[config.mk]
export PLATFORM = sky130hd
export DESIGN_NAME = butterfly_top
export DESIGN_NICKNAME = d
export VERILOG_FILES = /design/src/logic/fft_fixed_pkg.sv /design/src/logic/cmult_if.sv /design/src/logic/butterfly.sv /design/src/logic/butterfly_top.sv /design/src/logic/complex_mult.sv /design/src/logic/twiddle_rom.sv
export VERILOG_INCLUDE_DIRS = /design/src /design/src/include
export SDC_FILE = /design/constraint.sdc
export NUM_CORES = 2
export LEC_CHECK = 0
export BUFFER_PORTS_ARGS = -buffer_cell sky130_fd_sc_hd__buf_2
export CAP_MARGIN = 20
export CORE_UTILIZATION = 40
export CTS_BUF_LIST = sky130_fd_sc_hd__clkbuf_4 sky130_fd_sc_hd__clkbuf_8 sky130_fd_sc_hd__clkbuf_16
export DETAILED_ROUTE_END_ITERATION = 16
export PLACE_DENSITY = 0.63
export RECOVER_POWER = 25
export REMOVE_ABC_BUFFERS = 1
export SETUP_SLACK_MARGIN = 0.1
export SYNTH_ARGS = -nofsm -noshare
export SYNTH_HDL_FRONTEND = slang
export SYNTH_HIERARCHICAL = 1
export SYNTH_SLANG_ARGS = --single-unit
[constraint.sdc]
create_clock -name clk -period 14.8 [get_ports clk]
set_input_delay 1.48 -clock clk [delete_from_list [all_inputs] [get_ports clk]]
set_output_delay 1.48 -clock clk [all_outputs]
set_load 0.005 [all_outputs]
[src/include/fft_params.svh]
`ifndef FFT_PARAMS_SVH
`define FFT_PARAMS_SVH

// one word per real or imaginary part, two's complement
`define FFT_N 32

// fraction bits of every word, Q16.16 with the width above
`define FFT_D 16

// product units inside complex_mult
// 1 shares one unit over three cycles, 3 is fully combinational
`define FFT_NUM_MULTS 1

// twiddle index width, k selects W8^k for k from 0 to 3
`define FFT_TW_BITS 2

`endif

[src/logic/fft_fixed_pkg.sv]
`default_nettype none

`include "fft_params.svh"

package fft_fixed_pkg;

  // one fixed-point product of two Q words
  // the full signed product is formed at double width, shifted right
  // arithmetically by the fraction bits and cut back to one word, so
  // anything above the word range wraps and the low bits truncate
  function automatic logic [`FFT_N-1:0] fixed_mul(
    input logic [`FFT_N-1:0] x,
    input logic [`FFT_N-1:0] y
  );
    logic signed [2*`FFT_N-1:0] prod;
    logic signed [2*`FFT_N-1:0] shifted;
    prod = $signed(x) * $signed(y);      // operands sign extend to the full width
    shifted = prod >>> `FFT_D;
    return shifted[`FFT_N-1:0];
  endfunction

endpackage

`default_nettype wire

[src/logic/cmult_if.sv]
`timescale 1ns/1ps
`default_nettype none

`include "fft_params.svh"

// one complex multiply request c = a * b and its result
interface cmult_if;

  logic              recv_val;   // request side
  logic              recv_rdy;
  logic [`FFT_N-1:0] ar;         // real part of a
  logic [`FFT_N-1:0] ac;         // imaginary part of a
  logic [`FFT_N-1:0] br;
  logic [`FFT_N-1:0] bc;

  logic              send_val;   // result side
  logic              send_rdy;
  logic [`FFT_N-1:0] cr;
  logic [`FFT_N-1:0] cc;

  modport requester (
    output recv_val, ar, ac, br, bc, send_rdy,
    input  recv_rdy, send_val, cr, cc
  );

  modport multiplier (
    input  recv_val, ar, ac, br, bc, send_rdy,
    output recv_rdy, send_val, cr, cc
  );

endinterface

`default_nettype wire

[src/logic/butterfly.sv]
`timescale 1ns/1ps
`default_nettype none

`include "fft_params.svh"

// radix-2 DIT butterfly, x0 = a + b*W and x1 = a - b*W
// a waits in a holding register while the multiplier works on b*W
module butterfly (
  input  logic              clk,
  input  logic              reset,
  input  logic              in_val,
  output logic              in_rdy,
  input  logic [`FFT_N-1:0] a_re,
  input  logic [`FFT_N-1:0] a_im,
  input  logic [`FFT_N-1:0] b_re,
  input  logic [`FFT_N-1:0] b_im,
  input  logic [`FFT_N-1:0] tw_re,
  input  logic [`FFT_N-1:0] tw_im,
  output logic              out_val,
  input  logic              out_rdy,
  output logic [`FFT_N-1:0] x0_re,
  output logic [`FFT_N-1:0] x0_im,
  output logic [`FFT_N-1:0] x1_re,
  output logic [`FFT_N-1:0] x1_im,
  cmult_if.requester        m
);

  logic              a_busy;     // a is held for a product still in flight
  logic [`FFT_N-1:0] a_re_q;
  logic [`FFT_N-1:0] a_im_q;
  logic [`FFT_N-1:0] a_re_sel;
  logic [`FFT_N-1:0] a_im_sel;
  logic              out_free;   // output register empty or emptying now
  logic              in_fire;
  logic              take;       // product lands in the output register

  assign out_free = !out_val || out_rdy;

  // the input request goes to the multiplier as is
  assign m.recv_val = in_val && !a_busy;
  assign m.ar       = b_re;
  assign m.ac       = b_im;
  assign m.br       = tw_re;
  assign m.bc       = tw_im;
  assign m.send_rdy = out_free;

  assign in_rdy  = !a_busy && m.recv_rdy;
  assign in_fire = in_val && in_rdy;
  assign take    = m.send_val && out_free;

  // with a combinational multiplier the product arrives while a is still on
  // the input pins, so a is only read from the register when it is held
  assign a_re_sel = a_busy ? a_re_q : a_re;
  assign a_im_sel = a_busy ? a_im_q : a_im;

  always_ff @(posedge clk) begin
    if (reset) begin
      a_busy <= 1'b0;
    end else if (in_fire && !take) begin
      a_busy <= 1'b1;
    end else if (take) begin
      a_busy <= 1'b0;              // product consumed, a is free again
    end
  end

  always_ff @(posedge clk) begin
    if (in_fire) begin
      a_re_q <= a_re;
      a_im_q <= a_im;
    end
  end

  always_ff @(posedge clk) begin
    if (reset) begin
      out_val <= 1'b0;
    end else if (take) begin
      out_val <= 1'b1;
    end else if (out_rdy) begin
      out_val <= 1'b0;
    end
  end

  always_ff @(posedge clk) begin
    if (take) begin
      x0_re <= a_re_sel + m.cr;    // wraps like the multiplier sums
      x0_im <= a_im_sel + m.cc;
      x1_re <= a_re_sel - m.cr;
      x1_im <= a_im_sel - m.cc;
    end
  end

  a_out_stable: assert property (
    @(posedge clk) disable iff (reset)
    out_val && !out_rdy |=> out_val && $stable(x0_re) && $stable(x0_im)
      && $stable(x1_re) && $stable(x1_im)
  ) else $error("butterfly output changed while stalled");

  // the held a must not be overwritten by a new request
  a_no_accept_busy: assert property (
    @(posedge clk) disable iff (reset)
    a_busy && !take |=> a_busy && $stable(a_re_q) && $stable(a_im_q)
  ) else $error("butterfly dropped or overwrote operand a while it was held");

endmodule

`default_nettype wire

[src/logic/butterfly_top.sv]
`timescale 1ns/1ps
`default_nettype none

`include "fft_params.svh"

// butterfly with its twiddle table and complex multiplier, plain ports only
module butterfly_top (
  input  logic                    clk,
  input  logic                    reset,
  input  logic                    in_val,
  output logic                    in_rdy,
  input  logic [`FFT_N-1:0]       a_re,
  input  logic [`FFT_N-1:0]       a_im,
  input  logic [`FFT_N-1:0]       b_re,
  input  logic [`FFT_N-1:0]       b_im,
  input  logic [`FFT_TW_BITS-1:0] k,
  output logic                    out_val,
  input  logic                    out_rdy,
  output logic [`FFT_N-1:0]       x0_re,
  output logic [`FFT_N-1:0]       x0_im,
  output logic [`FFT_N-1:0]       x1_re,
  output logic [`FFT_N-1:0]       x1_im
);

  logic [`FFT_N-1:0] tw_re;
  logic [`FFT_N-1:0] tw_im;

  cmult_if cmult_bus ();

  twiddle_rom twiddle_rom_i (
    .k     (k),
    .tw_re (tw_re),
    .tw_im (tw_im)
  );

  complex_mult complex_mult_i (
    .clk   (clk),
    .reset (reset),
    .m     (cmult_bus.multiplier)
  );

  butterfly butterfly_i (
    .clk     (clk),
    .reset   (reset),
    .in_val  (in_val),
    .in_rdy  (in_rdy),
    .a_re    (a_re),
    .a_im    (a_im),
    .b_re    (b_re),
    .b_im    (b_im),
    .tw_re   (tw_re),
    .tw_im   (tw_im),
    .out_val (out_val),
    .out_rdy (out_rdy),
    .x0_re   (x0_re),
    .x0_im   (x0_im),
    .x1_re   (x1_re),
    .x1_im   (x1_im),
    .m       (cmult_bus.requester)
  );

endmodule

`default_nettype wire

[src/logic/complex_mult.sv]
`timescale 1ns/1ps
`default_nettype none

`include "fft_params.svh"

// complex multiplier c = a * b with three real products
//   cr = ar*br - ac*bc
//   cc = (ar + ac)*(br + bc) - ar*br - ac*bc
// every sum and difference wraps at the word width
module complex_mult
  import fft_fixed_pkg::*;
(
  input logic         clk,
  input logic         reset,
  cmult_if.multiplier m
);

  localparam logic [2:0] IDLE = 3'd0;
  localparam logic [2:0] MUL1 = 3'd1;
  localparam logic [2:0] MUL2 = 3'd2;
  localparam logic [2:0] MUL3 = 3'd3;
  localparam logic [2:0] DONE = 3'd4;

  generate
    if (`FFT_NUM_MULTS == 3) begin : g_three
      logic [`FFT_N-1:0] p_rr;     // ar * br
      logic [`FFT_N-1:0] p_cc;     // ac * bc
      logic [`FFT_N-1:0] p_sum;    // (ar + ac) * (br + bc)
      logic [`FFT_N-1:0] a_sum;
      logic [`FFT_N-1:0] b_sum;

      // three units side by side, the result is ready in the request cycle
      always_comb begin
        a_sum = m.ar + m.ac;
        b_sum = m.br + m.bc;
        p_rr  = fixed_mul(m.ar, m.br);
        p_cc  = fixed_mul(m.ac, m.bc);
        p_sum = fixed_mul(a_sum, b_sum);
      end

      assign m.cr       = p_rr - p_cc;
      assign m.cc       = p_sum - p_rr - p_cc;
      assign m.send_val = m.recv_val;    // valid passes straight through
      assign m.recv_rdy = m.send_rdy;    // and so does ready, backwards
    end else begin : g_one
      logic [2:0]        state;
      logic [2:0]        next_state;
      logic [`FFT_N-1:0] ar_q;
      logic [`FFT_N-1:0] ac_q;
      logic [`FFT_N-1:0] br_q;
      logic [`FFT_N-1:0] bc_q;
      logic [`FFT_N-1:0] p_rr;
      logic [`FFT_N-1:0] p_cc;
      logic [`FFT_N-1:0] p_sum;
      logic [`FFT_N-1:0] mul_a;
      logic [`FFT_N-1:0] mul_b;
      logic [`FFT_N-1:0] mul_c;

      always_ff @(posedge clk) begin
        if (reset) begin
          state <= IDLE;
        end else begin
          state <= next_state;
        end
      end

      // operand capture and one product per MUL state
      always_ff @(posedge clk) begin
        case (state)
          IDLE: begin
            if (m.recv_val) begin
              ar_q <= m.ar;
              ac_q <= m.ac;
              br_q <= m.br;
              bc_q <= m.bc;
            end
          end
          MUL1: p_rr  <= mul_c;
          MUL2: p_cc  <= mul_c;
          MUL3: p_sum <= mul_c;
          default: begin
          end
        endcase
      end

      always_comb begin
        next_state = state;
        m.recv_rdy = 1'b0;
        m.send_val = 1'b0;
        mul_a      = ar_q;               // the shared unit idles on ar * br
        mul_b      = br_q;
        case (state)
          IDLE: begin
            m.recv_rdy = 1'b1;
            if (m.recv_val) next_state = MUL1;
          end
          MUL1: begin
            next_state = MUL2;
          end
          MUL2: begin
            mul_a      = ac_q;
            mul_b      = bc_q;
            next_state = MUL3;
          end
          MUL3: begin
            mul_a      = ar_q + ac_q;
            mul_b      = br_q + bc_q;
            next_state = DONE;
          end
          DONE: begin
            m.send_val = 1'b1;
            if (m.send_rdy) next_state = IDLE;
          end
          default: begin
            next_state = IDLE;
          end
        endcase
      end

      assign mul_c = fixed_mul(mul_a, mul_b);   // the one shared product unit

      // products are all registered by DONE, so the result holds there
      assign m.cr = p_rr - p_cc;
      assign m.cc = p_sum - p_rr - p_cc;
    end
  endgenerate

  // a result offered and not taken stays offered and unchanged
  // (in the combinational build this relies on the requester holding its request)
  a_result_held: assert property (
    @(posedge clk) disable iff (reset)
    m.send_val && !m.send_rdy |=> m.send_val && $stable(m.cr) && $stable(m.cc)
  ) else $error("complex_mult dropped or changed a pending result");

endmodule

`default_nettype wire

[src/logic/twiddle_rom.sv]
`timescale 1ns/1ps
`default_nettype none

`include "fft_params.svh"

// twiddle factors W8^k = exp(-j*2*pi*k/8) for the first half circle
module twiddle_rom (
  input  logic [`FFT_TW_BITS-1:0] k,
  output logic [`FFT_N-1:0]       tw_re,
  output logic [`FFT_N-1:0]       tw_im
);

  // 1.0 and cos(pi/4) in Q16.16, cos(pi/4) rounded from 46340.95
  localparam logic signed [`FFT_N-1:0] W_ONE  = 65536;
  localparam logic signed [`FFT_N-1:0] W_HALF = 46341;
  localparam logic signed [`FFT_N-1:0] W_ZERO = 0;

  always_comb begin
    case (k)
      2'd0: begin
        tw_re = W_ONE;             // angle 0
        tw_im = W_ZERO;
      end
      2'd1: begin
        tw_re = W_HALF;            // angle -pi/4
        tw_im = -W_HALF;
      end
      2'd2: begin
        tw_re = W_ZERO;            // angle -pi/2
        tw_im = -W_ONE;
      end
      2'd3: begin
        tw_re = -W_HALF;           // angle -3pi/4
        tw_im = -W_HALF;
      end
      default: begin
        tw_re = W_ONE;
        tw_im = W_ZERO;
      end
    endcase
  end

endmodule

`default_nettype wire

# After elaboration in Yosys (flattened, before gate mapping)
# Index checks and enable logic that the tools add are counted.
totals:
  register_bits: 421
  output_inout_bits: 130
  wordCells: 66
classes:
  n_addsub: 9
  mul: 1
  eq_ne: 9
  muxes: 15
  reduce_logical: 16
op_table:
  columns: ["op", "n"]
  rows:
  - ["$sub A32 B32 Y32", 5]
  - ["$add A32 B32 Y32", 4]
  - ["$pmux W32 S2", 2]
  - ["$pmux W32 S4", 1]
  - ["$pmux W32 S3", 1]
  - ["$mux W32", 2]
  - ["$mul A32 B32 Y48", 1]
  - ["$pmux W3 S5", 1]
  - ["$eq A3 B2 Y1 const B", 2]
  - ["$mux W1", 6]
  - ["$mux W3", 2]
  - ["$logic_and A1 B1 Y1", 5]
  - ["$eq A2 B2 Y1 const B", 2]
  - ["$ne A2 B1 Y1 const B", 2]
  - ["$reduce_and A2 Y1", 2]
  - ["$reduce_bool A2 Y1", 2]
  - ["$eq A3 B1 Y1 const B", 1]
  - ["$eq A3 B3 Y1 const B", 1]
  - ["$logic_not A1 Y1", 3]
  - ["$logic_not A3 Y1", 1]
  - ["$eq A2 B1 Y1 const B", 1]
  - ["$logic_not A2 Y1", 1]
  - ["$reduce_or A2 Y1", 1]
  - ["$logic_or A1 B1 Y1", 1]

# Logic depth before layout (Yosys ltp)
depth:
  ltp_word: 6
  mapped_depth: 48
  mapped_depth_nobuf: 47

# Cells and area by module
# The synthesis kept the hierarchy.
by_module_without_submodules:
  columns: ["mod", "n_inst", "cells_per_inst", "area_each_um2"]
  rows:
  - ["complex_mult", 1, 4565, 43158.9]
  - ["butterfly", 1, 1338, 13929.6]
  - ["twiddle_rom", 1, 68, 505.5]

# Worst setup path before layout
# OpenSTA, ideal clock, no wires.
synth_timing:
  path_kind: "reg-to-reg"
  from: "register complex_mult_i.g_one.ar_q[0]"
  to: "register complex_mult_i.g_one.p_cc[31], data pin"
  arrival_time_ns: 10.450
  setup_slack_ns: 4.083
  stages_incl_launch_ff: 49
  path_buffers: 1
  period_less_slack_ns: 10.717
  path_cell_list: "edfxtp_1 ha_1 inv_1 fa_1 nor2b_1 o31a_1 o21bai_1 nand2_1 a21o_1 a21o_1 a31oi_1 o21bai_1 a21oi_1 xnor2_1 mux2i_1 o21ai_0 clkbuf_1 nand2_1 [13 not listed] fa_1 inv_1 ha_1 a21o_1 a21o_1 a21o_1 a21o_1 a21o_1 a21o_1 a21o_1 a2111oi_2 a211oi_4 a21oi_2 o21ai_2 a31oi_1 xor2_1 xnor3_1 xnor2_1"
synth_between:
  elab_chain_len: 3
synth_rtl:
  columns: ["element", "line_no", "text"]
  rows:
  - ["start, declared", "complex_mult.sv:48", "logic [`FFT_N-1:0] ar_q;"]
  - ["start signal, assigned", "complex_mult.sv:72", "ar_q <= m.ar;"]
  - ["$add A32 B32 Y32", "complex_mult.sv:106", "mul_a = ar_q + ac_q;"]
  - ["$pmux W32 S2 (*)", "complex_mult.sv:92", "case (state)"]
  - ["$mul A32 B32 Y48 (*)", "fft_fixed_pkg.sv:17", "prod = $signed(x) * $signed(y);"]
  - ["named net complex_mult_i.g_one.mul_c[31]", "complex_mult.sv:57", "logic [`FFT_N-1:0] mul_c;"]
  - ["end signal, assigned", "complex_mult.sv:79", "MUL2: p_cc <= mul_c;"]
  - ["end, declared", "complex_mult.sv:53", "logic [`FFT_N-1:0] p_cc;"]
# Mark *: on every way through the listed nets, which the timed path passes. The rest lies on a longest branch.
# A chain may end at the register's enable or synchronous reset.

# Final worst setup path
layout_timing:
  from: "register complex_mult_i.g_one.state[1]"
  to: "register complex_mult_i.g_one.p_cc[31], data pin"
layout_between:
  elab_chain_len: 3
  elab_cells_between_ends: 5
  cone_classes: "mul (1); eq/ne (2); mux (2)"
layout_rtl:
  columns: ["element", "line_no", "text"]
  rows:
  - ["start, declared", "complex_mult.sv:46", "logic [2:0] state;"]
  - ["start signal, assigned", "complex_mult.sv:63", "state <= next_state;"]
  - ["$eq A3 B2 Y1", "complex_mult.sv:92", null]
  - ["$pmux W32 S2", "complex_mult.sv:92", null]
  - ["$mul A32 B32 Y48 (*)", "fft_fixed_pkg.sv:17", null]
  - ["named net complex_mult_i.g_one.mul_c[31]", "complex_mult.sv:57", null]
# Marked as above.

==> flow_summary_export.csv <==
group,metric,value,unit
sta,timing.fmax,84.2,MHz
route,via_per_inst,5.20,
sta,finalWorstSetupSlack,2930,ps
final_layout,antenna_cells_inserted,0,
final_layout,final_net_count,7429,
clock_tree,cts_buffers,51,
setup_path,timing.critical_path.required,15260,ps
route,route.vias.total,40977,
route,wl_per_cell,20.6,µm
place,gp_congestion,0.961,
synth,synthCells,5971,
place,port-buffer-count,263,
synth,synthXorXnorAreaFrac,4.38,%
final_layout,fin_cells,7886,
sta,slew_headroom,-52.0,%
final_layout,fill_cells,13773,
synth,synth_area_leaders,"sky130_fd_sc_hd__fa_1, sky130_fd_sc_hd__edfxtp_1, sky130_fd_sc_hd__ha_1",
setup_path,critical_path.endpoint_type,"flop",
synth,syn_area_per_cell,9.65,µm²
grt,grt_first_pass_wirelength,250,mm
synth,synth.yosys.warnings,6,
setup_path,rr_endpoint,"complex_mult_i/g_one.p_cc[31]",
clock_tree,clock_sinks,419,
synth,netlist-cell-type-count,102,
synth,synth_simple_gate_area_share,11.4,%
synth,post-synth-top-count-cell,"sky130_fd_sc_hd__inv_1",
setup_path,crit_path_frequent_cell,"sky130_fd_sc_hd__fa_1",
clock_tree,cts_hold_repair.buffers,0,
setup_path,setup.reg_to_reg.worst_slack,2930,ps
flow_run,maxCapViolations,1,
status,run_status,"complete, but fails checks",
setup_path,crit_start,"complex_mult_i/g_one.state[1]",
route,wirelength,162,mm
clock_tree,root_buffer,"sky130_fd_sc_hd__clkbuf_16",
synth,synth_area_in_compound_gates,9.05,%
sta,timing.hold.ws,573,ps
sta,setup_tns_after_final_layout,0,ps
worst_hold_path,worst_hold_path_depth,2,
sta,worst-slew-pin-transition,2280,ps
place,dpl.cell_count,7797,
setup_path,highest_fanout_seen_on_the_critical_path,59,
synth,synthTopCellsByCount,"sky130_fd_sc_hd__inv_1, sky130_fd_sc_hd__fa_1, sky130_fd_sc_hd__nand2_1",
sta,max_slew_violation_count,33,
status,failed_checks,"max-capacitance violations, max-slew violations",
floorplan,pin_count,264,
clock_tree,clk_pin_slew_worst_paths,60,ps
sta,timing.final.hold_violations,0,
setup_path,critical_path_class,"reg2reg",
floorplan,design.die.area,146000,µm²
floorplan,core_area,142000,µm²
synth,dominantRegCellSynth,"sky130_fd_sc_hd__edfxtp_1",
floorplan,cell_row_count,138,
sta,rsz0062_at_grt,"false",
setup_path,worst-endpoint-arrival,12330,ps
grt,grt_total_usage,22.3,%
place,place.detailed.hpwl,129,mm
synth,syn-cell-area,57600,µm²
floorplan,die_w,381,µm
synth,synth_top_family_by_area,"adder cells",
sta,setup-violations-final,0,
sta,setup_skew,35.3,ps
clock_tree,ctsResizeCount,0,
route,ant_nets,0,
route,initialDrtViolationCount,3115,
synth,yosys_register_bits,419,
clock_tree,clock_latency,660,ps
setup_path,crit-reg2reg-launch,"complex_mult_i/g_one.state[1]",
synth,synth.yosys.seq_area_share,21.8,%
synth,synth_enable_flop_cells,414,
grt,globalRouteOverflowTotal,0,
setup_path,reg2reg_depth,32,
floorplan,die_h,381,µm
place,post-place-ws,3130,ps
grt,grt_antenna_before_repair,3,
clock_tree,max-clock-path-buffers,3,
clock_tree,tritoncts,"built",
route,drt-pass1-iter-count,8,
floorplan,initial_utilization,40.5,%
synth,post-synth-top-area-cell,"sky130_fd_sc_hd__fa_1",
sta,period_utilisation_layout,80.2,%
grt,grt_start_max_net_pins,77,
clock_tree,htreeDepth,2,
final_layout,areaGrowthSynthToFinish,6.69,%
sta,post-route-min-period,11870,ps
worst_hold_path,worst_hold_path_ep,"butterfly_i/out_val",
worst_hold_path,hold_path.class,"reg2reg",
setup_path,cpPeakStageDelay,1070,ps
synth,synth_top_area_share,30.4,%
synth,synth-adder-area-share,40.4,%
setup_path,crit_path_start_kind,"flop",
synth,synth_mux_area_share,1.75,%
synth,ys_async_sr_fraction,0,%
final_layout,layout-drive-gt1-share,8.16,%
worst_hold_path,min_from,"butterfly_i/out_val",
clock_tree,cts_setup_buffers,0,
setup_path,crit_slowest_cell,"sky130_fd_sc_hd__nor3b_1",
grt,number_of_global_route_vias_before_repair,43333,
route,drc,0,
[placed cells by master, fill, tap and decap left out, drive strengths merged, types with 35 or more instances in the layout]
cell type,n
nor3,50
nor2b,46
a21oi,241
edfxtp,414
fa,876
nor2,447
and2,47
nand2,746
buf,268
a21o,90
nand3,39
mux2,60
o21a,37
o21bai,35
xor2,67
o21ai,146
clkbuf,132
xnor2,210
inv,1120
ha,459
[worst max path at each step]
| stage | endpoint | slack [ps] | cells past startpoint |
|---|---|---|---|
| floorplan | complex_mult_i/g_one.p_cc[31] | 70 | 33 |
| global placement | complex_mult_i/g_one.p_cc[31] | 3210 | 48 |
| detailed placement | complex_mult_i/g_one.p_rr[31] | 3130 | 44 |
| CTS | complex_mult_i/g_one.p_rr[31] | 3100 | 44 |
| global route | complex_mult_i/g_one.p_sum[31] | 2440 | 46 |
| finish | complex_mult_i/g_one.p_cc[31] | 2930 | 32 |
[state kept, by name, indices dropped and copies added (netlist names), 3 cells and up]
name	count
complex_mult_i/g_one.p_cc	32
complex_mult_i/g_one.ar_q	32
butterfly_i/a_im_q	32
complex_mult_i/g_one.state	3
butterfly_i/x0_re	32
complex_mult_i/g_one.p_sum	32
complex_mult_i/g_one.bc_q	32
butterfly_i/x1_re	31
complex_mult_i/g_one.br_q	32
butterfly_i/a_re_q	32
butterfly_i/x0_im	32
complex_mult_i/g_one.ac_q	32
butterfly_i/x1_im	31
complex_mult_i/g_one.p_rr	32
[per-stage QoR]
step | area [µm²] | util (%)
2_1_floorplan | 55300 | -
3_3_place_gp | 59800 | 42.0
3_5_place_dp | 59800 | 42.0
4_1_cts | 61600 | 43.3
5_1_grt | 61400 | 43.2
6_report | 61400 | 43.2
[worst max-delay path: cells and delay by family (launching register included)]
family | cells | cell delay [ps]
buffers and inverters | 4 | 1070
AOI/OAI and AO/OA | 13 | 2910
xor gates and xnor gates | 3 | 670
and+or+nand+nor | 3 | 2070
adders and majority gates | 9 | 4410
DFF | 1 | 520
[cells by family (layout without fill, tap and decap cells)]
kind of cell / count (synthesis) / in the layout
other cells: 1 / 6
flops: 419 / 419
xor+xnor: 281 / 281
fa+ha+maj: 1335 / 1335
simple gates: 1527 / 1527
compound gates: 781 / 781
mux: 93 / 93
buf+inv: 1534 / 1554
[per-layer routing]
layer  wire [µm]  vias to the layer above  GRT usage (%)
li1            -                    18647              -
met5          13                        -              0
met3       12800                      341           4.35
met2       74900                     1538           37.0
met1       67200                    20449           28.6
met4        7240                        2           8.75
[final cells by class]
class | instances | area, µm² | share of cell area (%)
multi-input combinational | 4023 | 38700 | 63.0
sequential | 419 | 12500 | 20.4
inverter | 1119 | 4200 | 6.84
tap | 1890 | 2360 | 3.85
timing repair buffer | 346 | 1850 | 3.02
clock buffer | 54 | 1320 | 2.14
clock inverter | 35 | 458 | 0.745
Power is left out: the tool's default activity adds up to more than one toggle a clock period on the data nets, which glitch-free logic cannot reach.
